File: src/verilog/qu_common_pkg.sv
// Common widths and types
package qu_common_pkg;

    // Register file geometry
    localparam int REG_ADDR_W = 5;
    localparam int REG_COUNT  = 32;

    // Operand and result width
    localparam int DATA_W = 32;

    // Reservation station geometry, the entry index is the producer tag
    localparam int RS_TAG_W = 3;
    localparam int RS_DEPTH = 8;

    // Physical register index
    typedef logic [REG_ADDR_W-1:0] reg_addr_t;

    // Operand and result value
    typedef logic [DATA_W-1:0] data_t;

    // Station index used as producer tag
    typedef logic [RS_TAG_W-1:0] rs_tag_t;

endpackage

File: src/verilog/qu_uop_pkg.sv
// Micro-op and bus formats
package qu_uop_pkg;

    // Operations handled by the execution unit
    typedef enum logic [2:0] {
        OP_ADD = 3'd0,
        OP_SUB = 3'd1,
        OP_AND = 3'd2,
        OP_XOR = 3'd3,
        OP_MUL = 3'd4
    } op_e;

    // Incoming micro-op
    typedef struct packed {
        logic                      valid;
        op_e                       op;
        qu_common_pkg::reg_addr_t  rs1;
        qu_common_pkg::reg_addr_t  rs2;
        qu_common_pkg::reg_addr_t  rd;
    } uop_t;

    // Reservation station entry, each operand is a value or a pending tag
    typedef struct packed {
        logic                      busy;
        op_e                       op;
        logic                      qj_pend;
        qu_common_pkg::rs_tag_t    qj;
        qu_common_pkg::data_t      vj;
        logic                      qk_pend;
        qu_common_pkg::rs_tag_t    qk;
        qu_common_pkg::data_t      vk;
        qu_common_pkg::reg_addr_t  rd;
    } res_st_cell_t;

    // Common data bus broadcast
    typedef struct packed {
        logic                      valid;
        qu_common_pkg::rs_tag_t    tag;
        qu_common_pkg::reg_addr_t  rd;
        qu_common_pkg::data_t      value;
    } cdb_t;

endpackage

File: src/verilog/issue_ctrl.sv
// Issue and broadcast controller
`timescale 1ns/1ps

module issue_ctrl
#(
    parameter int RS_DEPTH = qu_common_pkg::RS_DEPTH
)
(
    input  logic                      clk,
    input  logic                      rst,
    input  logic [RS_DEPTH-1:0]       ready,
    output logic                      issue_en,
    output qu_common_pkg::rs_tag_t    issue_tag,
    input  qu_uop_pkg::res_st_cell_t  issue_cell,
    output logic                      start,
    output qu_uop_pkg::op_e           op,
    output qu_common_pkg::data_t      a,
    output qu_common_pkg::data_t      b,
    input  logic                      done,
    input  qu_common_pkg::data_t      result,
    output qu_uop_pkg::cdb_t          cdb_out
);

    typedef enum logic [1:0] {
        S_IDLE,
        S_EXEC,
        S_BCAST
    } state_e;

    state_e                    state;
    qu_common_pkg::rs_tag_t    exec_tag;
    qu_common_pkg::reg_addr_t  exec_rd;

    // Lowest ready entry wins
    always_comb
    begin
        issue_tag = '0;
        for (int i = RS_DEPTH - 1; i >= 0; i--)
        begin
            if (ready[i])
                issue_tag = qu_common_pkg::rs_tag_t'(i);
        end
    end

    assign issue_en = (state == S_IDLE) && (|ready);
    assign start    = issue_en;
    assign op       = issue_cell.op;
    assign a        = issue_cell.vj;
    assign b        = issue_cell.vk;

    always_ff @(posedge clk)
    begin
        if (rst)
        begin
            state         <= S_IDLE;
            cdb_out.valid <= 1'b0;
        end
        else
        begin
            cdb_out.valid <= 1'b0;
            case (state)
                S_IDLE:
                begin
                    if (issue_en)
                        state <= S_EXEC;
                end
                S_EXEC:
                begin
                    if (done)
                    begin
                        cdb_out.valid <= 1'b1;
                        state         <= S_BCAST;
                    end
                end
                default:
                begin
                    state <= S_IDLE;
                end
            endcase
        end
    end

    // Tag, rd and result payload
    always_ff @(posedge clk)
    begin
        if (issue_en)
        begin
            exec_tag <= issue_tag;
            exec_rd  <= issue_cell.rd;
        end
        if (state == S_EXEC && done)
        begin
            cdb_out.tag   <= exec_tag;
            cdb_out.rd    <= exec_rd;
            cdb_out.value <= result;
        end
    end

    // Execution unit only reports back while an op is outstanding
    assert property (@(posedge clk) disable iff (rst)
        done |-> state == S_EXEC)
        else $error("execution done raised while no op is executing");

endmodule

File: config.mk
export PLATFORM = sky130hd
export DESIGN_NAME = issue_ctrl
export DESIGN_NICKNAME = d
export VERILOG_FILES = /design/src/verilog/qu_common_pkg.sv /design/src/verilog/qu_uop_pkg.sv /design/src/verilog/issue_ctrl.sv
export SDC_FILE = /design/constraint.sdc
export NUM_CORES = 1
export LEC_CHECK = 0
export BUFFER_PORTS_ARGS = -buffer_cell sky130_fd_sc_hd__buf_2
export CORE_AREA = 2 2 92 94
export DETAILED_ROUTE_END_ITERATION = 6
export DIE_AREA = 0 0 94 96
export PLACE_DENSITY = 0.65
export SLEW_MARGIN = 20
export SYNTH_ARGS = -nofsm -noshare
export SYNTH_HDL_FRONTEND = slang
export SYNTH_SLANG_ARGS = --single-unit
File: constraint.sdc
create_clock -name clk -period 4.5 [get_ports clk]
set_input_delay 0.9 -clock clk [delete_from_list [all_inputs] [get_ports clk]]
set_output_delay 0.9 -clock clk [all_outputs]
set_load 0.05 [all_outputs]
After elaboration in Yosys (flattened, before gate mapping)
Index checks and enable logic that the tools add are counted.
Storage, ports and cells
  register bits: 51
  input bits: 124
Cells by class
  bitwise operators: 1
  reductions and logical operators: 6
  mux-type cells: 12
  eq/ne operators: 3
Operator list (count)
  two-way mux 3 bit: 8
  OR reduction 8 bit: 1
  two-way mux 2 bit: 2
  inequality test 2 bit (second input constant): 2
  one-hot mux 2 bit (2 select lines): 1
  == test 2 x 1 -> 1 bit (second input constant): 1
  logical AND 1 bit: 2
  logical NOT 2 bit: 1
  AND reduction 2 bit: 1
  OR reduction 2 bit: 1
  two-way mux 1 bit: 1
  inverter 1 bit: 1

Depth between registers and ports, before layout
  depth in word-level cells: 8
  gate-level depth with buffers: 4
  depth with buffers taken out: 3

Least setup slack after synthesis
No wires, ideal clock.
  path type: input port to output port
  from: input port ready[6]
  to: output port start
  setup slack: 0.470 ns
  cell stages on the path: 4
  data required time: 3.600 ns
  data arrival time: 3.130 ns
  cell sequence: or4_1 nor2_1 nor3_1 buf_4
On the way
  cells in the longest elaborated chain, start to end: 2
RTL lines
  start, declared: line issue_ctrl.sv:11  | input logic [RS_DEPTH-1:0] ready,
  OR reduction 8 bit: line issue_ctrl.sv:45  | assign issue_en = (state == S_IDLE) && (|ready);
  logical AND 1 bit: line issue_ctrl.sv:45
  end, declared: line issue_ctrl.sv:15  | output logic start,
No other way between the ends.

Worst setup path in the final report
  from: input port ready[3]
  to: output port issue_tag[2]
On the way
  cells in the longest elaborated chain, start to end: 4
RTL lines
  two-way mux 3 bit (4 in series): line issue_ctrl.sv:40  | if (ready[i])
  end, declared: line issue_ctrl.sv:13  | output qu_common_pkg::rs_tag_t issue_tag,
No other way between the ends.

==> results.json <==
{
  "worst_setup_path_end_kind": "primary output",
  "cts_htree_levels": 2,
  "min_period_ns": 2.95,
  "p_leak_nw": 0.932,
  "clock.fmax_mhz": 339,
  "worst_pin_slew_ns": 0.898,
  "swShare": 0.253,
  "cts_resized": 0,
  "grt.overflow.total": 0,
  "drtPass1Iterations": 3,
  "cts_root_buffer": "clkbuf_8",
  "route.detailed.drc": 0,
  "syn_nets": 262,
  "ir_worst_vdd_uv": 105,
  "syn_area_sq_um": 2140,
  "fillCellCount": 815,
  "wirelength_mm": 5.07,
  "power.total_uw": 923,
  "slew_headroom": 0.401,
  "required_ns": 3.60,
  "cpMostUsedCell": "buf_2",
  "fin_crit_sh": 0.656,
  "dr.first_iter.drc_count": 23,
  "grt_pass1_vias": 1120,
  "synth_warnings": 0,
  "diodes": 0,
  "final_cells": 277,
  "io_pins": 237,
  "initial_utilization": 0.265,
  "cts_setup_buffers": 0,
  "p_comb_frac": 0.137,
  "multi_input_area_sq_um": 123,
  "clockBufferDepth": 2,
  "crit_type": "in -> out",
  "hold_path.class": "reg -> reg",
  "startpoint_type": "input port",
  "via_count": 1081,
  "p_per_area_nw_per_um2": 398,
  "critPathMaxFanout": 3,
  "syn_inst": 138,
  "crit_slowest_cell": "or4_4",
  "cts.sinks": 51,
  "cts_tree": "built",
  "clock_skew_ns": 0.00541,
  "dp_hpwl_mm": 4.36,
  "drv_slew": 0,
  "cts_buffers": 5,
  "grt_start_max_net_pins": 43,
  "dieWidth_um": 94,
  "outcome": "complete, no violations",
  "clkPwrFrac": 0.261,
  "ant_nets": 0,
  "slowest_delay_ns": 0.56,
  "min_path_cells": 0,
  "drv_cap": 0,
  "rsz0062_at_grt": "false",
  "via_per_inst": 3.90,
  "wire_per_inst_um": 18.3,
  "antenna_found_initial": 0,
  "die_h_um": 96,
  "grt_pass1_wl_mm": 6.67,
  "p_int_uw": 689,
  "grt_use_total": 0.106,
  "nets": 295,
  "final_util": 0.288,
  "port-buffer-count": 93,
  "worstRegToRegCells": 1,
  "seqPwrFrac": 0.602,
  "clk_pin_slew_ns": 0.09,
  "worst_ep_arrival_time_ns": 2.05,
  "core-area_sq_um": 8050,
  "setup_viol": 0,
  "insertion_delay_ns": 0.29,
  "final_hold_viol_count": 0,
  "regArea_sq_um": 1500,
  "place_inst": 269,
  "power_switching_uw": 234,
  "place.gp.congestion": 0.689,
  "rows": 33,
  "final_layout_size_suffix_gt1_frac": 0.605,
  "fin_tns_setup_ns": 0,
  "areaGrowthSynthToFinish_pct": 8.43,
  "synth-seq-cells": 51,
  "synth-seq-area-share": 0.703,
  "crit_chain": "buf_2 > or4_4 > nor2b_1 > buf_2",
  "yosysUniqueCellTypes": 16,
  "cts_hold_buf": 0,
  "syn_avg_cell_area_sq_um": 15.5,
  "die-area_sq_um": 9020
}
==> routing by layer <==
layer / up-vias / global-route usage / part of all wire
met5: - / 0 / 0
met4: 0 / 0.0688 / 0.033
met3: 20 / 0.0846 / 0.21
met2: 129 / 0.206 / 0.53
met1: 455 / 0.0613 / 0.23
li1: 477 / - / -
==> worst paths after layout <==
kind / startpoint / to / slack, ns
worst max-delay path: ready[3] / issue_tag[2] / 1.55
worst min-delay path: exec_rd[4] / cdb_out[36] / 0.42
worst max register to register: state[0] / cdb_out[27] / 2.91
worst min register to register: exec_rd[4] / cdb_out[36] / 0.42
==> cell usage after synthesis <==
| cell | n | area (sq um) |
|---|---|---|
| a2111oi_1 | 1 | 10.0 |
| o21ai_0 | 1 | 5.00 |
| or4_1 | 1 | 7.51 |
| nor3_1 | 1 | 5.00 |
| nor3_2 | 1 | 10.0 |
| or4_4 | 1 | 11.3 |
| a211oi_1 | 1 | 7.51 |
| inv_1 | 1 | 3.75 |
| and3b_1 | 1 | 8.76 |
| edfxtp_1 | 48 | 1440 |
| nor2_1 | 4 | 15.0 |
| o21bai_1 | 1 | 7.51 |
| nor2b_1 | 4 | 25.0 |
| dfxtp_1 | 3 | 60.1 |
| buf_4 | 68 | 510 |
| a221oi_1 | 1 | 8.76 |
==> cells in the final DEF (no fill, tap or decap), drive strengths merged <==
cell | netlist | layout
clkbuf | 0 | 6
dfxtp | 3 | 3
edfxtp | 48 | 48
buf | 68 | 94
clkinv | 0 | 1
nor2 | 4 | 4
or4 | 2 | 2
a221oi | 1 | 1
inv | 1 | 1
clkinvlp | 0 | 1
o21bai | 1 | 1
a211oi | 1 | 1
a2111oi | 1 | 1
nor3 | 2 | 2
o21ai | 1 | 1
nor2b | 4 | 4
and3b | 1 | 1
==> critical path: cells and delay by family <==
kind | cells | cell delay, ns
buffers and inverters | 2 | 0.41
and+or+nand+nor | 2 | 0.74
==> kinds of logic (layout without fill, tap and decap cells) <==
group	Yosys count	after routing	synth area share
AOI/OAI and AO/OA	5	5	0.0182
buffers and inverters	69	103	0.241
DFF	51	51	0.703
and+or+nand+nor	13	13	0.0386
==> registers in the layout, indices dropped and copies added, names as in the netlist <==
signal	cells
cdb_out	41
state	2
exec_rd	5
exec_tag	3
==> through the flow <==
step	instance area, sq um	setup WS (ns)	hold slack (ns)
floorplan	2140	0.470	0.400
detailed placement	2230	1.53	0.406
finish	2320	1.55	0.418
CTS	2320	1.53	0.423
global placement	2230	1.57	0.402
global route	2320	1.48	0.434
==> power groups by stage <==
stage / logic, mW / clock network, mW / registers, mW
after floorplan: 0.188 / 0 / 0.623
after global placement: 0.126 / 0 / 0.565
after detailed placement: 0.128 / 0 / 0.567
after CTS: 0.128 / 0.255 / 0.556
after global routing: 0.134 / 0.277 / 0.558
final: 0.126 / 0.241 / 0.555
==> layout make-up <==
type	instances	share of cell area
well taps	105	0.0567
clock buffers	6	0.0313
multi-input cells	18	0.0529
inverters	1	0.00162
repair buffers	94	0.204
clock inverters	2	0.00540
flip-flops and latches	51	0.648
Note: power is estimated with default switching activity, not from simulation.
