===== config.mk =====
export PLATFORM = sky130hd
export DESIGN_NAME = exec_unit
export DESIGN_NICKNAME = d
export VERILOG_FILES = /design/src/verilog/qu_common_pkg.sv /design/src/verilog/qu_uop_pkg.sv /design/src/verilog/exec_unit.sv
export SDC_FILE = /design/constraint.sdc
export NUM_CORES = 1
export LEC_CHECK = 0
export BUFFER_PORTS_ARGS = -buffer_cell sky130_fd_sc_hd__buf_2
export CAP_MARGIN = 20
export CORE_UTILIZATION = 66
export DETAILED_ROUTE_END_ITERATION = 16
export PLACE_DENSITY = 0.85
export SLEW_MARGIN = 20
export SYNTH_ARGS = -nofsm -noshare
export SYNTH_HDL_FRONTEND = slang
export SYNTH_SLANG_ARGS = --single-unit
export TNS_END_PERCENT = 20

===== constraint.sdc =====
create_clock -name clk -period 9.25 [get_ports clk]
set_input_delay 0.925 -clock clk [delete_from_list [all_inputs] [get_ports clk]]
set_output_delay 0.925 -clock clk [all_outputs]
set_load 0.005 [all_outputs]

===== src/verilog/qu_common_pkg.sv =====
// Common widths and types
package qu_common_pkg;

    // Register file geometry
    localparam int REG_ADDR_W = 5;
    localparam int REG_COUNT  = 32;

    // Operand and result width
    localparam int DATA_W = 32;

    // Reservation station geometry, the entry index is the producer tag
    localparam int RS_TAG_W = 3;
    localparam int RS_DEPTH = 8;

    // Physical register index
    typedef logic [REG_ADDR_W-1:0] reg_addr_t;

    // Operand and result value
    typedef logic [DATA_W-1:0] data_t;

    // Station index used as producer tag
    typedef logic [RS_TAG_W-1:0] rs_tag_t;

endpackage


===== src/verilog/qu_uop_pkg.sv =====
// Micro-op and bus formats
package qu_uop_pkg;

    // Operations handled by the execution unit
    typedef enum logic [2:0] {
        OP_ADD = 3'd0,
        OP_SUB = 3'd1,
        OP_AND = 3'd2,
        OP_XOR = 3'd3,
        OP_MUL = 3'd4
    } op_e;

    // Incoming micro-op
    typedef struct packed {
        logic                      valid;
        op_e                       op;
        qu_common_pkg::reg_addr_t  rs1;
        qu_common_pkg::reg_addr_t  rs2;
        qu_common_pkg::reg_addr_t  rd;
    } uop_t;

    // Reservation station entry, each operand is a value or a pending tag
    typedef struct packed {
        logic                      busy;
        op_e                       op;
        logic                      qj_pend;
        qu_common_pkg::rs_tag_t    qj;
        qu_common_pkg::data_t      vj;
        logic                      qk_pend;
        qu_common_pkg::rs_tag_t    qk;
        qu_common_pkg::data_t      vk;
        qu_common_pkg::reg_addr_t  rd;
    } res_st_cell_t;

    // Common data bus broadcast
    typedef struct packed {
        logic                      valid;
        qu_common_pkg::rs_tag_t    tag;
        qu_common_pkg::reg_addr_t  rd;
        qu_common_pkg::data_t      value;
    } cdb_t;

endpackage


===== src/verilog/exec_unit.sv =====
// Shared execution unit
`timescale 1ns/1ps

module exec_unit
#(
    parameter int MUL_LATENCY = 4
)
(
    input  logic                  clk,
    input  logic                  rst,
    input  logic                  start,
    input  qu_uop_pkg::op_e       op,
    input  qu_common_pkg::data_t  a,
    input  qu_common_pkg::data_t  b,
    output logic                  done,
    output qu_common_pkg::data_t  result
);

    localparam int CNT_W = $clog2(MUL_LATENCY + 1);

    logic [CNT_W-1:0] cnt;

    always_ff @(posedge clk)
    begin
        if (rst)
        begin
            done <= 1'b0;
            cnt  <= '0;
        end
        else
        begin
            done <= 1'b0;
            if (start)
            begin
                // ALU ops finish next cycle, multiply waits on the counter
                if (op != qu_uop_pkg::OP_MUL || MUL_LATENCY <= 1)
                    done <= 1'b1;
                else
                    cnt <= CNT_W'(MUL_LATENCY - 1);
            end
            else if (cnt != '0)
            begin
                cnt <= cnt - 1'b1;
                if (cnt == CNT_W'(1))
                    done <= 1'b1;
            end
        end
    end

    // Result is held until the next start
    always_ff @(posedge clk)
    begin
        if (start)
        begin
            case (op)
                qu_uop_pkg::OP_ADD: result <= a + b;
                qu_uop_pkg::OP_SUB: result <= a - b;
                qu_uop_pkg::OP_AND: result <= a & b;
                qu_uop_pkg::OP_XOR: result <= a ^ b;
                default:            result <= a * b;
            endcase
        end
    end

endmodule


# After elaboration in Yosys (flattened, before gate mapping)
# Cells that the tools add are included.
dict set report classes {
  addsub 3
  n_mul 1
  n_eq_ne 6
  mux 8
  n_bitwise 2
  n_reduce_logical 4
}
# operator count
set op_table {}
lappend op_table {{$pmux W32 S4} 1}
lappend op_table {{$add A32 B32 Y32} 1}
lappend op_table {{$and A32 B32 Y32} 1}
lappend op_table {{$mul A32 B32 Y32} 1}
lappend op_table {{$sub A32 B32 Y32} 1}
lappend op_table {{$xor A32 B32 Y32} 1}
lappend op_table {{$mux W3} 3}
lappend op_table {{$eq A3 B1 Y1 const B} 2}
lappend op_table {{$eq A3 B2 Y1 const B} 2}
lappend op_table {{$mux W1} 4}
lappend op_table {{$logic_not A3 Y1} 1}
lappend op_table {{$ne A3 B3 Y1 const B} 1}
lappend op_table {{$reduce_bool A3 Y1} 1}
lappend op_table {{$sub A3 B1 Y3 const B} 1}
lappend op_table {{$ne A2 B2 Y1 const B} 1}
lappend op_table {{$reduce_and A2 Y1} 1}
lappend op_table {{$reduce_bool A2 Y1} 1}
dict set report totals {
  register_bits 36
  wordCells 27
}

# Depth between registers and ports, before layout
# Gate-level depths: netlist (run 1).
dict set report logic_depth {
  ltp_word 4
  depth_mapped 28
  mapped_depth_nobuf 26
}

# Worst setup path before layout (run 1)
# Ideal clock, no wire load.
dict set report synth_timing {
  kind {input-to-reg}
  from {input a[12]}
  to {register result[31], data pin}
  setup_ns 0.257
  t_arrival_ns 7.572
  required_ns 8.993
  setup_slack_ns 1.421
  cell_stages 26
  path_buffers 2
  cell_sequence {clkbuf_1 > clkbuf_1 > and2_1 > fa_1 > fa_1 > fa_1 > inv_1 > fa_1 > inv_1 > fa_1 > inv_1 > fa_1 > inv_1 > fa_1 > fa_1 > ha_1 > a21oi_1 > a21boi_0 > o31a_1 > nand4_1 > o2111ai_1 > a31o_1 > a21oi_1 > o21ai_0 > xnor2_1 > a32o_1}
}
dict set report synth_via {
  elab_chain_len 2
}
# element line
set synth_lines {}
lappend synth_lines {{start, declared} exec_unit.sv:13} ;# input qu_common_pkg::data_t a,
lappend synth_lines {{$mul A32 B32 Y32 (tied with other cells)} exec_unit.sv:60} ;# default: result <= a * b;
lappend synth_lines {{$pmux W32 S4 *} exec_unit.sv:55} ;# case (op)
lappend synth_lines {{end signal, assigned} exec_unit.sv:56} ;# qu_uop_pkg::OP_ADD: result <= a + b;
lappend synth_lines {{end signal, assigned} exec_unit.sv:57} ;# qu_uop_pkg::OP_SUB: result <= a - b;
lappend synth_lines {{end signal, assigned} exec_unit.sv:60}
lappend synth_lines {{end, declared} exec_unit.sv:16} ;# output qu_common_pkg::data_t result
# Mark *: on every way between the ends. The rest lies on a longest branch, timed or not.
# A chain may end at the register's enable or synchronous reset.

# Final worst setup path (run 1)
dict set report layout_timing {
  from {input b[6]}
  to {register result[31], data pin}
}
dict set report layout_via {
  elab_chain_len 2
}
# element line
set layout_lines {}
lappend layout_lines {{start, declared} exec_unit.sv:14} ;# input qu_common_pkg::data_t b,
lappend layout_lines {{$mul A32 B32 Y32 (tied with other cells)} exec_unit.sv:60}
lappend layout_lines {{$pmux W32 S4 *} exec_unit.sv:55}
# Marks and branches as above.

==> results.sh, run 1 <==
export IMPL_drt_total_wl_um=59220
export IMPL_root_buffer="clkbuf_16"
export IMPL_async_flop_share=0
export IMPL_num_fill_cells=2278
export IMPL_yosys_area_share_simple=0.1792
export IMPL_grt_pass1_vias=17943
export IMPL_dpl_hpwl_um=46780
export IMPL_via_per_inst=6.163
export IMPL_die_h_um=177.0
export IMPL_worstSetupEndpointType="register"
export IMPL_grt_util_all_layers=0.4066
export IMPL_period_needed_ps=8453
export IMPL_finalSetupTns_ps=0
export IMPL_cp_required_ps=9300
export IMPL_syn_inst=2261
export IMPL_hold_violations=0
export IMPL_synthMuxAreaShare=0.01615
export IMPL_synthTopCellsByArea="fa_1 (40%), ha_1 (12%), and2_1 (9.4%), inv_1 (7.3%), nand2_1 (4.8%)"
export IMPL_io_pin_count=103
export IMPL_timing_final_crit_share=0.9139
export IMPL_start_kind="input pin"
export IMPL_status="finished clean"
export IMPL_area_delta_synth_final_pct=4.176
export IMPL_die_area_sq_um=31340
export IMPL_worst_path_max_fanout=31
export IMPL_drv_slew=0
export IMPL_drt_iter0_markers=1325
export IMPL_core_region_area_sq_um=29870
export IMPL_synthXorXnorAreaFrac=0.06020
export IMPL_fin_skew_ps=0.09998
export IMPL_synth_nets=2930
export IMPL_synth_edff_count=32
export IMPL_crit_top_cell="fa_1"
export IMPL_fmax_mhz=118.3
export IMPL_synth_top_area_share=0.4049
export IMPL_nets=2941
export IMPL_vias=16417
export IMPL_cp_slowest_cell="buf_2"
export IMPL_synth_compound_area_frac=0.07480
export IMPL_drive_gt1_frac=0.06643
export IMPL_dr_pass1_iters=6
export IMPL_grt_pass1_wl_um=96060
export IMPL_drc=0
export IMPL_min_path_type="reg -> reg"
export IMPL_drv_cap=0
export IMPL_syn_avg_cell_area_sq_um=8.944
export IMPL_numCtsBuffers=5
export IMPL_initial_core_util=0.6769
export IMPL_synth_adder_area_share=0.5224
export IMPL_yosysTopAreaCell="fa_1"
export IMPL_grt_antenna_before_repair=1
export IMPL_synth_cell_types=73
export IMPL_rsz0062_at_grt="false"
export IMPL_clk_path_buf_depth=2
export IMPL_synth_seq_area_share=0.05148
export IMPL_ys_warn_count=0
export IMPL_relSlewSlack=0.3588
export IMPL_synth_seq_cells=36
export IMPL_critical_path_max_stage_delay_ps=550
export IMPL_postCtsSetupBuffers=0
export IMPL_critPathArrivalTime_ps=8510
export IMPL_chipWidth_um=177.0
export IMPL_fp_row_count=63
export IMPL_cts_num_sinks=36
export IMPL_ctsResizeCount=0
export IMPL_synth_top_family_by_area="adder cells"
export IMPL_wire_per_inst_um=22.23
export IMPL_grt_max_degree=51
export IMPL_cts_tree="done"
export IMPL_h_tree_depth=2
export IMPL_port_buffer_count=102
export IMPL_path_clk_slew_ps=60
export IMPL_detail_route_antenna_nets=0
export IMPL_place_gp_congestion=1.010
export IMPL_setup_viol=0
export IMPL_netlist_area_sq_um=20220
export IMPL_yosys_most_used_dff="edfxtp_1"
export IMPL_overflow=0
export IMPL_path_class="in -> reg"
export IMPL_ctsHoldBuffers=0
export IMPL_clock_latency_ps=300
export IMPL_tightestPinTransition_ps=961.8
==> final cells by class <==
cell class                      instances  area, sq um  share of cell area
Antenna cell                            1        2.502           0.0001188
Tap cell                              390        488.0             0.02316
Inverter                              396         1486             0.07055
Timing Repair Buffer                  122        660.6             0.03136
Clock inverter                          3        18.77           0.0008908
Multi-Input combinational cell       1711        17250              0.8186
Sequential cell                        36         1041             0.04941
Clock buffer                            5        125.1            0.005939
==> registers in the layout, indices dropped and copies added (netlist names) <==
name	flops
done	1
cnt	3
result	32
==> critical path, delay by kind of cell <==
kind / cells / cell delay [ps]
adder cells (fa/ha/maj): 9 / 4290
AO/OA/AOI/OAI: 8 / 1950
buffers and inverters: 5 / 780
AND/OR/NAND/NOR: 2 / 380
XOR/XNOR: 1 / 150
==> path summary, 6_finish.rpt <==
| path | to | from | slack [ps] | cells past startpoint |
|---|---|---|---|---|
| worst max-delay path | result[31] | b[6] | 800 | 25 |
| worst min-delay path | cnt[0] | cnt[0] | 520 | 1 |
| worst max register to register | cnt[2] | cnt[0] | 7790 | 6 |
| worst min register to register | cnt[0] | cnt[0] | 520 | 1 |
==> placed cells by master, fill, tap and decap left out, types with 11 or more instances in the layout <==
cell type	instances
mux2i_1	27
a211oi_1	11
nand2_1	257
xnor2_1	102
xor2_1	37
and2_1	303
nor2_1	59
edfxtp_1	32
a21o_1	21
ha_1	190
buf_4	20
o21a_1	11
nor3_1	22
buf_2	102
and3_1	12
o21ai_0	52
inv_1	395
fa_1	409
nand2b_1	13
a21oi_1	79
==> stage by stage <==
step                      utilization  worst slack (ps)  instances  area (sq um)  hold WS (ps)
after detailed placement       0.7003             605.5       2655         20920         512.7
final                          0.7052             796.6       2664         21070         524.4
after floorplan                     -              1421       2261         20220         461.9
after global routing           0.7052             530.4       2664         21070         558.7
after CTS                      0.7051             907.3       2663         21070         524.2
after global placement         0.7003             829.5       2655         20920         477.4
==> Yosys cell counts (3+ instances only) <==
cell,instances
o41ai_1,3
o21ai_1,3
mux2_2,5
o221ai_1,3
nor3_1,22
o21ai_0,52
dfxtp_1,4
mux2i_1,27
edfxtp_1,32
buf_1,3
a31oi_1,3
o21bai_1,4
clkbuf_1,114
nand2b_1,13
a21o_1,21
a21oi_1,79
and2_1,303
o22ai_1,3
a31o_2,3
fa_1,409
o21a_1,11
xnor2_1,102
nor4_1,4
nor2_1,59
a211oi_1,11
a21boi_0,3
nand2_1,257
and3_1,12
a221o_1,6
nor2b_1,8
xor2_1,37
o31ai_1,3
inv_1,395
o211ai_1,8
nand3_1,7
ha_1,190
==> logic make-up (layout without fill, tap and decap cells) <==
logic type,Yosys count,count (layout)
xor+xnor,139,139
buf+inv,514,526
flops,36,36
simple gates,704,704
mux,32,32
fa+ha+maj,599,599
other cells,0,1
compound gates,237,237
==> routing by layer <==
| metal | vias to the layer above | routed length (um) | share of wire | track usage |
|---|---|---|---|---|
| met2 | 1017 | 27770 | 0.47 | 0.6667 |
| li1 | 6997 | - | - | - |
| met1 | 8098 | 21050 | 0.36 | 0.4910 |
| met5 | - | 0 | 0 | 0 |
| met4 | 0 | 4540 | 0.077 | 0.2629 |
| met3 | 305 | 5855 | 0.099 | 0.07753 |
Power of run 1 is not shown: default switching activity piles up to over one toggle a cycle in this logic, so the estimate is an artifact.
==> inputs of run 2 (changes only) <==
CELL_PAD_IN_SITES_DETAIL_PLACEMENT = 1   (was unset)
CELL_PAD_IN_SITES_GLOBAL_PLACEMENT = 1   (was unset)
CORE_UTILIZATION = 51   (was 66)
HOLD_SLACK_MARGIN = 0.1   (was unset)
PLACE_DENSITY = unset   (was 0.85)
PLACE_DENSITY_LB_ADDON = 0.1   (was unset)
==> run 2 against run 1 <==
Against the previous run: core utilization down 16 points; via count down 1.1%; design area grew 1.4%; critical path type unchanged; non-clock buffer count rose by 16; critical endpoint unchanged; routed wire length is 18% higher; clock skew grew 2.2 ps; worst setup slack gained 85 ps; critical path depth decreased by 2.
==> results.sh, run 2 (synthesis gave the netlist of run 1 again) <==
export IMPL_insertedDiodeCount=0
export IMPL_die_h_um=201.1
export IMPL_grt_pass1_vias=18508
export IMPL_status="finished clean"
export IMPL_path_class="in -> reg"
export IMPL_num_fill_cells=4630
export IMPL_crit_family="adder cells"
export IMPL_h_tree_depth=2
export IMPL_cts_tree="done"
export IMPL_largest_reg_flops=32
export IMPL_tightestPinTransition_ps=878.3
export IMPL_min_path_type="reg -> reg"
export IMPL_cp_slowest_cell="o41ai_2"
export IMPL_postCtsSetupBuffers=0
export IMPL_hold_violations=0
export IMPL_port_buffer_count=102
export IMPL_ff_latch_area_sq_um=1041
export IMPL_drt_total_wl_um=69730
export IMPL_cp_startpoint="a[5]"
export IMPL_worstSetupEndpointType="register"
export IMPL_drv_slew=0
export IMPL_ctsHoldBuffers=0
export IMPL_worst_path_buf_inv=4
export IMPL_grt_pass1_wl_um=109300
export IMPL_multi_input_area_sq_um=17250
export IMPL_top_register="result"
export IMPL_rr_endpoint="cnt[2]"
export IMPL_worst_path_max_fanout=28
export IMPL_die_area_sq_um=40450
export IMPL_clock_latency_ps=300
export IMPL_drc=0
export IMPL_vias=16243
export IMPL_final_cell_mix="fa_1 (409), inv_1 (395), and2_1 (303), nand2_1 (257), ha_1 (190)"
export IMPL_cp_required_ps=9310
export IMPL_chipWidth_um=201.1
export IMPL_drv_cap=0
export IMPL_critPathArrivalTime_ps=8420
export IMPL_drive_gt1_frac=0.07296
export IMPL_rrSetupSlack_ps=7750
export IMPL_fp_row_count=72
export IMPL_path_clk_slew_ps=60
export IMPL_hold_path_cell_count=1
export IMPL_place_ws_ps=660.9
export IMPL_overflow=0
export IMPL_maxUsedRoutingLayer="met4"
export IMPL_critical_path_max_stage_delay_ps=690
export IMPL_crit_top_cell="fa_1"
export IMPL_start_kind="input pin"
export IMPL_area_delta_synth_final_pct=5.667
export IMPL_path_cells="buf_2 -> nand2_1 -> fa_1 -> inv_1 -> fa_1 -> fa_1 -> inv_1 -> fa_1 -> inv_1 -> fa_1 -> ha_1 -> fa_1 -> fa_1 -> ha_1 -> a21oi_1 -> nand2b_1 -> o41ai_2 -> o2111ai_1 -> a31o_1 -> a21oi_1 -> o21ai_0 -> xnor2_1 -> a32o_1"
export IMPL_nets=2957
export IMPL_met1_length_um=27260
export IMPL_wl_met3_um=3993
export IMPL_place_gp_congestion=0.9482
export IMPL_wire_per_inst_um=24.84
export IMPL_fmax_mhz=119.5
export IMPL_clk_path_buf_depth=2
export IMPL_dr_pass1_iters=5
export IMPL_relSlewSlack=0.4144
export IMPL_numCtsBuffers=5
export IMPL_worst_path_stages=23
export IMPL_finalSetupTns_ps=0
export IMPL_initial_core_util=0.5196
export IMPL_via_per_inst=5.787
export IMPL_grt_antenna_before_repair=0
export IMPL_rr_startpoint="cnt[0]"
export IMPL_root_buffer="clkbuf_16"
export IMPL_wl_met2_um=34740
export IMPL_top_regs="result x32, cnt x3, done x1"
export IMPL_period_needed_ps=8368
export IMPL_grt_max_degree=51
export IMPL_setup_viol=0
export IMPL_core_region_area_sq_um=38920
export IMPL_grt_util_all_layers=0.3604
export IMPL_setup_worst_path_end="result[31]"
export IMPL_fin_skew_ps=2.304
export IMPL_drt_iter0_markers=903
export IMPL_timing_final_crit_share=0.9047
export IMPL_fin_ws_ps=881.8
export IMPL_dpl_hpwl_um=56640
export IMPL_final_common_cell="fa_1"
export IMPL_detail_route_antenna_nets=0
export IMPL_rsz0062_at_grt="false"
export IMPL_io_pin_count=103
export IMPL_cts_num_sinks=36
export IMPL_ctsResizeCount=0
export IMPL_reg2regPathDepth=6
==> run 2: worst register-to-register path, cell delays in order, from the launching register on <==
cell	delay [ps]
dfxtp_1	380
inv_1	80
ha_1	220
a21oi_1	330
nand2_1	130
xnor2_1	170
nor3_1	60
==> run 2: routing by layer <==
layer  vias to the layer above  global-route usage
li1                       6998                   -
met1                      8535              0.4451
met2                       542              0.6261
met3                       168             0.04859
met4                         0              0.1644
met5                         -                   0
==> run 2: area by class of cell <==
cell class                 count  area share
clock inverter                 3    0.001991
sequential                    36     0.04871
tap                          518     0.03033
clock buffer                   5    0.005855
timing repair buffer         138     0.03654
inverter                     396     0.06956
multi-input combinational   1711      0.8070
==> run 2: worst min-delay path by stage <==
stage,from,end
5_1_grt,cnt[0],cnt[0]
3_5_place_dp,cnt[0],cnt[0]
3_3_place_gp,cnt[0],cnt[0]
4_1_cts,cnt[0],cnt[0]
2_1_floorplan,cnt[0],cnt[0]
6_report,cnt[0],cnt[0]
==> run 2: through the flow <==
| stage | hold slack [ps] | cells | util | instance area, sq um |
|---|---|---|---|---|
| floorplan | 461.9 | 2261 | - | 20220 |
| global placement | 492.9 | 2799 | 0.5448 | 21200 |
| detailed placement | 503.3 | 2799 | 0.5448 | 21200 |
| CTS | 516.2 | 2807 | 0.5491 | 21370 |
| global route | 572.7 | 2807 | 0.5491 | 21370 |
| finish | 511.8 | 2807 | 0.5491 | 21370 |
Power of run 2 is left out for the same reason.
