### src/verilog/qu_common_pkg.sv
// Common widths and types
package qu_common_pkg;

    // Register file geometry
    localparam int REG_ADDR_W = 5;
    localparam int REG_COUNT  = 32;

    // Operand and result width
    localparam int DATA_W = 32;

    // Reservation station geometry, the entry index is the producer tag
    localparam int RS_TAG_W = 3;
    localparam int RS_DEPTH = 8;

    // Physical register index
    typedef logic [REG_ADDR_W-1:0] reg_addr_t;

    // Operand and result value
    typedef logic [DATA_W-1:0] data_t;

    // Station index used as producer tag
    typedef logic [RS_TAG_W-1:0] rs_tag_t;

endpackage

### src/verilog/qu_uop_pkg.sv
// Micro-op and bus formats
package qu_uop_pkg;

    // Operations handled by the execution unit
    typedef enum logic [2:0] {
        OP_ADD = 3'd0,
        OP_SUB = 3'd1,
        OP_AND = 3'd2,
        OP_XOR = 3'd3,
        OP_MUL = 3'd4
    } op_e;

    // Incoming micro-op
    typedef struct packed {
        logic                      valid;
        op_e                       op;
        qu_common_pkg::reg_addr_t  rs1;
        qu_common_pkg::reg_addr_t  rs2;
        qu_common_pkg::reg_addr_t  rd;
    } uop_t;

    // Reservation station entry, each operand is a value or a pending tag
    typedef struct packed {
        logic                      busy;
        op_e                       op;
        logic                      qj_pend;
        qu_common_pkg::rs_tag_t    qj;
        qu_common_pkg::data_t      vj;
        logic                      qk_pend;
        qu_common_pkg::rs_tag_t    qk;
        qu_common_pkg::data_t      vk;
        qu_common_pkg::reg_addr_t  rd;
    } res_st_cell_t;

    // Common data bus broadcast
    typedef struct packed {
        logic                      valid;
        qu_common_pkg::rs_tag_t    tag;
        qu_common_pkg::reg_addr_t  rd;
        qu_common_pkg::data_t      value;
    } cdb_t;

endpackage

### src/verilog/rename.sv
// Rename and dispatch stage
`timescale 1ns/1ps

module rename
#(
    parameter int REG_COUNT = qu_common_pkg::REG_COUNT,
    parameter int RS_DEPTH  = qu_common_pkg::RS_DEPTH
)
(
    input  logic                       clk,
    input  logic                       rst,
    input  qu_uop_pkg::uop_t           uop_in,
    output qu_common_pkg::reg_addr_t   bt_rd1_addr,
    output qu_common_pkg::reg_addr_t   bt_rd2_addr,
    input  logic                       bt_rd1_busy,
    input  logic                       bt_rd2_busy,
    output qu_common_pkg::reg_addr_t   rf_rd1_addr,
    output qu_common_pkg::reg_addr_t   rf_rd2_addr,
    input  qu_common_pkg::data_t       rf_rd1_data,
    input  qu_common_pkg::data_t       rf_rd2_data,
    input  qu_uop_pkg::cdb_t           cdb_in,
    output logic                       busy_set,
    output logic                       busy_clr,
    output qu_common_pkg::reg_addr_t   busy_set_addr,
    output qu_common_pkg::reg_addr_t   busy_clr_addr,
    output logic                       rs_wr_en,
    output qu_common_pkg::rs_tag_t     rs_wr_addr,
    output qu_uop_pkg::res_st_cell_t   rs_wr_cell
);

    // Latest producer of every register
    qu_common_pkg::rs_tag_t prod_tag [REG_COUNT];
    qu_common_pkg::rs_tag_t wr_ptr;
    qu_common_pkg::rs_tag_t src1_tag;
    qu_common_pkg::rs_tag_t src2_tag;

    assign bt_rd1_addr = uop_in.rs1;
    assign bt_rd2_addr = uop_in.rs2;
    assign rf_rd1_addr = uop_in.rs1;
    assign rf_rd2_addr = uop_in.rs2;

    assign src1_tag = prod_tag[uop_in.rs1];
    assign src2_tag = prod_tag[uop_in.rs2];

    assign rs_wr_en      = uop_in.valid;
    assign rs_wr_addr    = wr_ptr;
    assign busy_set      = uop_in.valid;
    assign busy_set_addr = uop_in.rd;

    // Only the current producer of rd may release it
    assign busy_clr      = cdb_in.valid && (prod_tag[cdb_in.rd] == cdb_in.tag);
    assign busy_clr_addr = cdb_in.rd;

    always_comb
    begin
        rs_wr_cell.busy    = 1'b1;
        rs_wr_cell.op      = uop_in.op;
        rs_wr_cell.rd      = uop_in.rd;
        rs_wr_cell.qj      = src1_tag;
        rs_wr_cell.qk      = src2_tag;
        rs_wr_cell.qj_pend = 1'b0;
        rs_wr_cell.qk_pend = 1'b0;
        rs_wr_cell.vj      = rf_rd1_data;
        rs_wr_cell.vk      = rf_rd2_data;

        // Producer broadcasting right now is forwarded from the bus
        if (bt_rd1_busy)
        begin
            if (cdb_in.valid && cdb_in.tag == src1_tag)
                rs_wr_cell.vj = cdb_in.value;
            else
                rs_wr_cell.qj_pend = 1'b1;
        end

        if (bt_rd2_busy)
        begin
            if (cdb_in.valid && cdb_in.tag == src2_tag)
                rs_wr_cell.vk = cdb_in.value;
            else
                rs_wr_cell.qk_pend = 1'b1;
        end
    end

    always_ff @(posedge clk)
    begin
        if (rst)
        begin
            wr_ptr   <= '0;
            prod_tag <= '{default: '0};
        end
        else if (uop_in.valid)
        begin
            prod_tag[uop_in.rd] <= wr_ptr;
            if (wr_ptr == qu_common_pkg::rs_tag_t'(RS_DEPTH - 1))
                wr_ptr <= '0;
            else
                wr_ptr <= wr_ptr + 1'b1;
        end
    end

    // A colliding clear must come from an older producer, so the new set wins
    assert property (@(posedge clk) disable iff (rst)
        (busy_set && busy_clr && busy_set_addr == busy_clr_addr)
            |-> cdb_in.tag != rs_wr_addr)
        else $error("busy clear from the tag being reassigned to r%0d", busy_set_addr);

endmodule

### config.mk
export PLATFORM = sky130hd
export DESIGN_NAME = rename
export DESIGN_NICKNAME = d
export VERILOG_FILES = /design/src/verilog/qu_common_pkg.sv /design/src/verilog/qu_uop_pkg.sv /design/src/verilog/rename.sv
export SDC_FILE = /design/constraint.sdc
export NUM_CORES = 1
export LEC_CHECK = 0
export BUFFER_PORTS_ARGS = -buffer_cell sky130_fd_sc_hd__buf_2
export CORE_MARGIN = 3
export CORE_UTILIZATION = 36
export CTS_CLUSTER_SIZE = 8
export DETAILED_ROUTE_END_ITERATION = 8
export PLACE_DENSITY = 0.62
export SLEW_MARGIN = 25
export SYNTH_ARGS = -nofsm -noshare
export SYNTH_HDL_FRONTEND = slang
export SYNTH_SLANG_ARGS = --single-unit
### constraint.sdc
create_clock -name clk -period 2.55 [get_ports clk]
set_input_delay 0.255 -clock clk [delete_from_list [all_inputs] [get_ports clk]]
set_output_delay 0.255 -clock clk [all_outputs]
set_load 0.01 [all_outputs]
Word-level counts from Yosys, hierarchy flattened
Index checks and enable logic that the tools add are counted.
- register bits after elaboration: 99
- input bits: 128
- output and inout port bits: 117
- word-level logic and storage cells: 72
- add/sub/neg operators: 1
- order comparisons: 5
- equal/unequal tests: 4
- mux-type cells: 21
- bitwise operators: 4
- reductions and logical operators: 4
- operator list (kind ; count):
    32-bit 2-to-1 mux ; 4
    96-bit bitwise mux ; 1
    3-bit binary-select mux with 5-bit select ; 3
    6-bit greater-or-equal comparator, second input constant ; 4
    3-bit 2-to-1 mux ; 8
    5-bit NOT with 6-bit output ; 4
    3-bit demux with 5-bit select ; 1
    3-bit equality test ; 3
    6-bit by 1-bit less-than comparator with 1-bit output, second input constant ; 1
    1-bit logical AND ; 4
    1-bit 2-to-1 mux ; 4
    3-bit by 1-bit adder with 3-bit output, second input constant ; 1
    3-bit equality test, second input constant ; 1

Longest topological paths before layout
Gate-level depths: netlist (run 1).
- depth in word-level cells: 8
- depth in mapped cells: 11
- mapped depth without buffers: 7

Worst setup path before layout (run 1)
Ideal clock, no wire load.
- kind: input port to output port
- from: in uop_in[6] (netlist bit)
- to: out rs_wr_cell[10] (netlist bit)
- data arrival time: 2.399 ns
- data required time: 2.295 ns
- path slack: -0.104 ns
- stages: 11
- buffers on the path: 4
- cell sequence: buf_4 buf_12 buf_12 mux2i_1 a22oi_2 a21oi_1 nor4_2 xnor2_1 nand4b_4 buf_12 mux2_4
- RTL lines (element ; RTL line ; RTL):
    start, declared ; rename.sv:12 ; input qu_uop_pkg::uop_t uop_in,
    end, declared ; rename.sv:28 ; output qu_uop_pkg::res_st_cell_t rs_wr_cell

==> reports/results.txt, run 1 <==
H-tree levels: 3
clock buffer depth: 2
via count: 7997
initial antenna violation count: 2
initial core utilization: 37.05%
clock sinks: 99
Avg Inst Size Synth: 9.138 um^2
Die ar.: 23720 um^2
Bufs and invs on worst path: 4
CP Max Fanout: 8
Final setup viols: 65
Worst Max-Slew Pin Slew: 0.7084 ns
Critical Path AT: 2.72 ns
Die X: 154.0 um
first-pass GRT wire length: 49220 um
FF-to-FF Start: rs_wr_addr[0]
FF-to-FF path depth: 4
crit end category: primary output
delay-heaviest family, CP: buffers and inverters
Mapped Area: 7886 um^2
WL met2: 16020 um
wl on met1: 13020 um
max-slew violation total from the final report: 0
sequential area share after synthesis: 25.13%
row cnt: 53
Root Driver: clkbuf_16
PnR worst setup slack: -0.4237 ns
residual DRC count: 0
status: finished with violations
RSZ-0062 raised after global routing: yes
synth warn: 0
Area contributors post-synth: dfxtp_1 (25%), mux2i_1 (14%), mux2_4 (11%)
final wirelength: 33270 um
GRT Total Usage: 26.96%
starting DRC count in detailed routing: 956
Final min period: 2.974 ns
failing checks: negative setup slack
Hold WC Path Type: in -> reg
Yosys top cell by area: dfxtp_1
total nets after synthesis: 993
Area Overhead vs Synth: 35.38%
r2r setup slk: 1.36 ns
core box area: 21290 um^2
crit path kind: reg -> out
synthesized instance count: 863
IO buf count: 237
Levels on crit path: 11
vias in the first global route: 7651
WL met3: 2657 um
Critical Path End: rs_wr_cell[52]
MaxCap Viol Count: 0
Hold Slack: 0.2736 ns
Critical Path, Cell by Cell: mux2i_1 -> a22oi_2 -> a21oi_2 -> nor4_4 -> xnor2_1 -> buf_4 -> nand4b_4 -> buf_6 -> buf_16 -> mux2_4 -> buf_6
endpoint of the lowest-slack register-to-register path: rs_wr_addr[0]
total negative setup slack: -22.87 ns
hold buffer count at cts: 0
total congestion overflow: 0
synth unique cells: 39
fmax: 336.3 MHz
Pleak: 0.004645 uW
pre-CTS setup slack: -0.5902 ns
pin count of the biggest net entering global routing: 100
die height: 154.0 um
routed len/inst: 23.95 um
VDD IR max: 286.0 uV
Yosys reg bits: 99
Slowest-stage cell, CP: dfxtp_1
DP HPWL: 24810 um
CP max stage delay: 0.40 ns
ratio of cells with drive above 1 in the final layout: 50.90%
post-route ant nets: 0
CTS clk-pin slew, worst paths: 0.07 ns
TritonCTS Buffers: 9
final-report hold violation count: 0
clock skew: 0.008765 ns
startpoint types: flop
Power Density: 405.8 nW/um^2
Crit. Startpoint: prod_tag[95]
First-pass DRT Iterations: 5
# fillers: 1966
placer congestion estimate: 1.104
Vias/cell: 5.757
Slew headroom: 52.63%
Final nets: 1240
max layer used: met4
Final Power: 4333 uW
TritonCTS clock tree: done
period utilisation layout: 116.6%
share of the synthesized area in the top cell type: 25.13%
worst path required time: 2.30 ns
Ports: 245
most used cell along the critical path: buf_6
clock latency on the worst-skew pair: 0.36 ns
worst register-to-register path, cell delays in order (launching register included):
cell and delay (ns):
dfxtp_1 0.35, buf_4 0.42, nor3_1 0.12, a21oi_1 0.14
nor2_1 0.05
flip-flops by register name, summed over array words and instances (netlist names):
name        cells
prod_tag       96
rs_wr_addr      3
synth_stat cells:
cell type / number
a21oi_1: 112
mux2i_1: 110
nand2_1: 109
dfxtp_1: 99
mux2_4: 60
nand3_1: 50
clkbuf_1: 47
a22oi_1: 44
buf_4: 44
o21ai_1: 33
nor2_1: 31
mux4_2: 30
buf_12: 10
buf_2: 8
xnor2_1: 8
nor4_2: 6
o21ai_0: 6
a22oi_2: 4
buf_1: 4
buf_6: 4
mux2_1: 4
nand2b_1: 4
nand3b_1: 4
nor2b_1: 4
nor3_1: 4
nor3b_1: 4
a41oi_1: 2
and2_1: 2
buf_8: 2
ha_1: 2
inv_1: 2
nand4b_4: 2
or2_2: 2
and3_1: 1
conb_1: 1
inv_2: 1
or2_1: 1
or3_1: 1
xor2_1: 1
timing repair:
action,4_1_cts,5_1_grt
resized for setup,115,47
pin swaps,19,19
gates cloned,4,0
setup endpoints to repair,67,67
setup buffers,12,6
kinds of logic (layout without fill, tap and decap cells):
logic type	Yosys count	in the layout	share of synthesized area, %
flip-flops	99	99	25.13
adder cells (fa/ha/maj)	2	2	0.3173
other	1	3	0.04755
multiplexers	204	204	34.52
AO/OA/AOI/OAI	201	201	14.63
buffers and inverters	122	371	10.76
AND/OR/NAND/NOR	225	225	13.60
XOR/XNOR	9	9	0.9996
report_power, final:
group | internal, uW | switching, uW
clock | 870 | 614
combinational | 629 | 666
sequential | 1550 | 4.64
final cells by class:
class	instances	area [um^2]	area share [%]
antenna	2	5.005	0.04688
multi-input combinational	642	5316	49.79
clock inverter	3	65.06	0.6094
inverter	3	11.26	0.1055
tap	275	344.1	3.223
sequential	99	2046	19.16
clock buffer	10	239.0	2.238
timing repair buffer	355	2650	24.82
metrics by stage:
step	util, %	area [um^2]	instances
floorplan	-	7956	863
global placement	44.92	9563	1357
detailed placement	44.92	9563	1357
CTS	49.35	10510	1383
global route	50.16	10680	1389
finish	50.16	10680	1389
layer usage:
metal  GRT usage [%]  vias to the layer above
met3           5.657                       83
li1                -                     3591
met4           12.95                        0
met1           34.07                     3850
met2           43.84                      473
met5               0                        -
layout by cell type (no fill, tap or decap), types with 31 or more instances in the layout:
cell and count:
dfxtp_1 52, dfxtp_2 45, o21ai_1 33, buf_4 98
nand3_1 50, mux2_4 64, buf_2 184, mux2i_1 107
buf_6 56, nand2_1 109, a21oi_1 99, a22oi_1 31
worst min path at each step:
stage	startpoint	to	slack [ns]	depth (start not counted)
floorplan	prod_tag[42]	prod_tag[42]	0.46	2
global placement	prod_tag[80]	prod_tag[80]	0.47	2
detailed placement	prod_tag[80]	prod_tag[80]	0.48	2
CTS	uop_in[18]	rs_wr_addr[2]	0.27	3
global route	uop_in[18]	rs_wr_addr[1]	0.30	3
finish	uop_in[18]	rs_wr_addr[1]	0.27	3
Note: power is estimated with default switching activity, not from simulation.
==> run 2: changes to the inputs <==
==> constraint.sdc (replaced) <==
create_clock -name clk -period 2.55 [get_ports clk]
set_input_delay 0.255 -clock clk [delete_from_list [all_inputs] [get_ports clk]]
set_output_delay 0.255 -clock clk [all_outputs]
set_load 0.05 [all_outputs]
==> reports/results.txt, run 2 (synthesized netlist as in run 1, its figures left out) <==
worst path required time: 2.30 ns (about the same)
total negative setup slack: -24.62 ns (-1.758 ns)
period utilisation layout: 117.8% (+1.2 points)
Final min period: 3.005 ns (+0.03100 ns)
delay-heaviest family, CP: buffers and inverters
pin count of the biggest net entering global routing: 100 (unchanged)
via count: 8215 (+2.7%)
clock latency on the worst-skew pair: 0.36 ns (about the same)
Slew headroom: 51.23% (-1.4 points)
P_sw: 1762 uW (+37%)
vias in the first global route: 7827 (+2.3%)
TritonCTS clock tree: done
failing checks: negative setup slack
startpoint types: flop
post-route ant nets: 0 (unchanged)
Clk pwr share: 30.6% (-3.6 points)
max FFs per register: 96 (unchanged)
die height: 154.0 um (unchanged)
Bufs and invs on worst path: 4 (unchanged)
VDD IR max: 277.4 uV (-3.0%)
row cnt: 53 (unchanged)
fmax: 332.8 MHz (-1.0%)
Final nets: 1260 (+1.6%)
Final setup viols: 66 (+1.5%)
initial core utilization: 37.05% (unchanged)
IO buf count: 237 (unchanged)
final-report hold violation count: 0 (unchanged)
clock buffer depth: 2 (unchanged)
final instance area: 11310 um^2 (+6.0%)
Power Density: 430.1 nW/um^2 (+6.0%)
routed len/inst: 24.78 um (+3.5%)
Pleak: 0.004849 uW (+4.4%)
Die ar.: 23720 um^2 (unchanged)
crit path kind: reg -> out
residual DRC count: 0 (unchanged)
Root Driver: clkbuf_16
core box area: 21290 um^2 (unchanged)
commonest non-fill, non-tap cell in the layout: buf_2
initial antenna violation count: 7 (+5)
CTS clk-pin slew, worst paths: 0.07 ns (about the same)
First-pass DRT Iterations: 7 (+2)
Ports: 245 (unchanged)
Vias/cell: 5.810 (+0.91%)
Biggest register: prod_tag
Slowest-stage cell, CP: nor4_4
Hold WC Path Type: in -> reg
Gate power share: 37.5% (+7.6 points)
GRT Total Usage: 28.20% (+1.2 points)
first-pass GRT wire length: 50950 um (+3.5%)
switch share: 36.20% (+6.5 points)
max-slew violation total from the final report: 0 (unchanged)
final wirelength: 35040 um (+5.3%)
MaxCap Viol Count: 0 (unchanged)
CP max stage delay: 0.36 ns (-0.04 ns)
RSZ-0062 raised after global routing: yes
Die X: 154.0 um (unchanged)
H-tree levels: 3 (unchanged)
ratio of cells with drive above 1 in the final layout: 56.39% (+5.5 points)
most used cell along the critical path: buf_6
starting DRC count in detailed routing: 770 (-19%)
Critical Path AT: 2.75 ns (+0.03 ns)
Critical Path, Cell by Cell: buf_6 -> mux2i_2 -> a22oi_2 -> a21oi_2 -> nor4_4 -> xnor2_2 -> nand4b_4 -> buf_6 -> buf_16 -> mux2_4 -> buf_6
clock skew: 0.009885 ns (+0.001120 ns)
most frequent cells in the layout: buf_2 (166), nand2_1 (109), buf_4 (103)
DP HPWL: 25370 um (+2.3%)
Placed Area: 9697 um^2 (+1.4%)
status: finished with violations
placer congestion estimate: 1.037 (-6.0%)
hold buffer count at cts: 0 (unchanged)
clock sinks: 99 (unchanged)
total congestion overflow: 0 (unchanged)
Sequential Power Share: 31.9% (-3.9 points)
TritonCTS Buffers: 9 (unchanged)
crit end category: primary output
CP Max Fanout: 8 (unchanged)
Worst Max-Slew Pin Slew: 0.7293 ns (+0.02096 ns)
PnR worst setup slack: -0.4547 ns (-0.03100 ns)
Area Overhead vs Synth: 43.47%
Int Power: 3105 uW (+1.9%)
pre-CTS setup slack: -0.5872 ns (+0.003056 ns)
run 2: cell types whose count changed in the layout (fill, tap and decap cells not counted), moves of 6 or more:
cell / previous run / this run
dfxtp_2: 45 / 65
a21oi_2: 13 / 19
buf_6: 56 / 77
dfxtp_4: 2 / 8
a21oi_1: 99 / 93
a22oi_2: 17 / 27
a22oi_1: 31 / 21
buf_2: 184 / 166
dfxtp_1: 52 / 26
buf_8: 1 / 8
run 2: path summary, 6_finish.rpt:
path,startpoint,endpoint,slack [ns],cells after the start
max,prod_tag[38],rs_wr_cell[59],-0.45,11
min,uop_in[18],rs_wr_addr[1],0.28,3
max reg2reg,rs_wr_addr[2],prod_tag[41],1.03,3
min reg2reg,prod_tag[78],prod_tag[78],0.48,2
run 2: area by class of cell:
class                      count  area (um^2)
clock buffer                  11        252.7
multi-input combinational    643         5492
antenna                        4        10.01
timing repair buffer         374         3044
sequential                    99         2093
inverter                       3        11.26
clock inverter                 5        67.56
fill                        1900         9972
tap                          275        344.1
run 2: through the flow:
stage,total power [uW],hold slack [ns],cells,util [%]
finish,4867,0.2772,1414,53.15
global route,4992,0.3162,1413,53.14
CTS,4835,0.2722,1404,52.10
detailed placement,3126,0.4802,1367,45.55
global placement,3125,0.4750,1367,45.55
floorplan,2667,0.4580,863,-
run 2: metal layers:
| layer | track usage, % | wire (um) | vias up |
|---|---|---|---|
| li1 | - | - | 3654 |
| met1 | 34.38 | 13620 | 3995 |
| met2 | 47.46 | 16580 | 463 |
| met3 | 6.389 | 2987 | 99 |
| met4 | 12.62 | 1823 | 4 |
| met5 | 0 | 27 | - |
run 2: timing repair:
item,in CTS,in global routing
buffers inserted,22,14
gates resized for setup,254,75
endpoints found under the setup margin,67,67
pin swaps,45,38
cloned,10,1
run 2: power groups by stage:
stage | sequential (uW) | clock, uW | combinational (uW)
global route | 1550 | 1560 | 1880
CTS | 1560 | 1510 | 1770
floorplan | 1600 | 0 | 1070
detailed placement | 1600 | 0 | 1530
finish | 1550 | 1490 | 1820
global placement | 1600 | 0 | 1530
run 2: worst reg2reg max path: cells and delay by family (launching register included):
kind	cells	cell delay [ns]
AO/OA/AOI/OAI	1	0.19
buffers and inverters	1	0.40
flip-flops	1	0.72
AND/OR/NAND/NOR	1	0.13
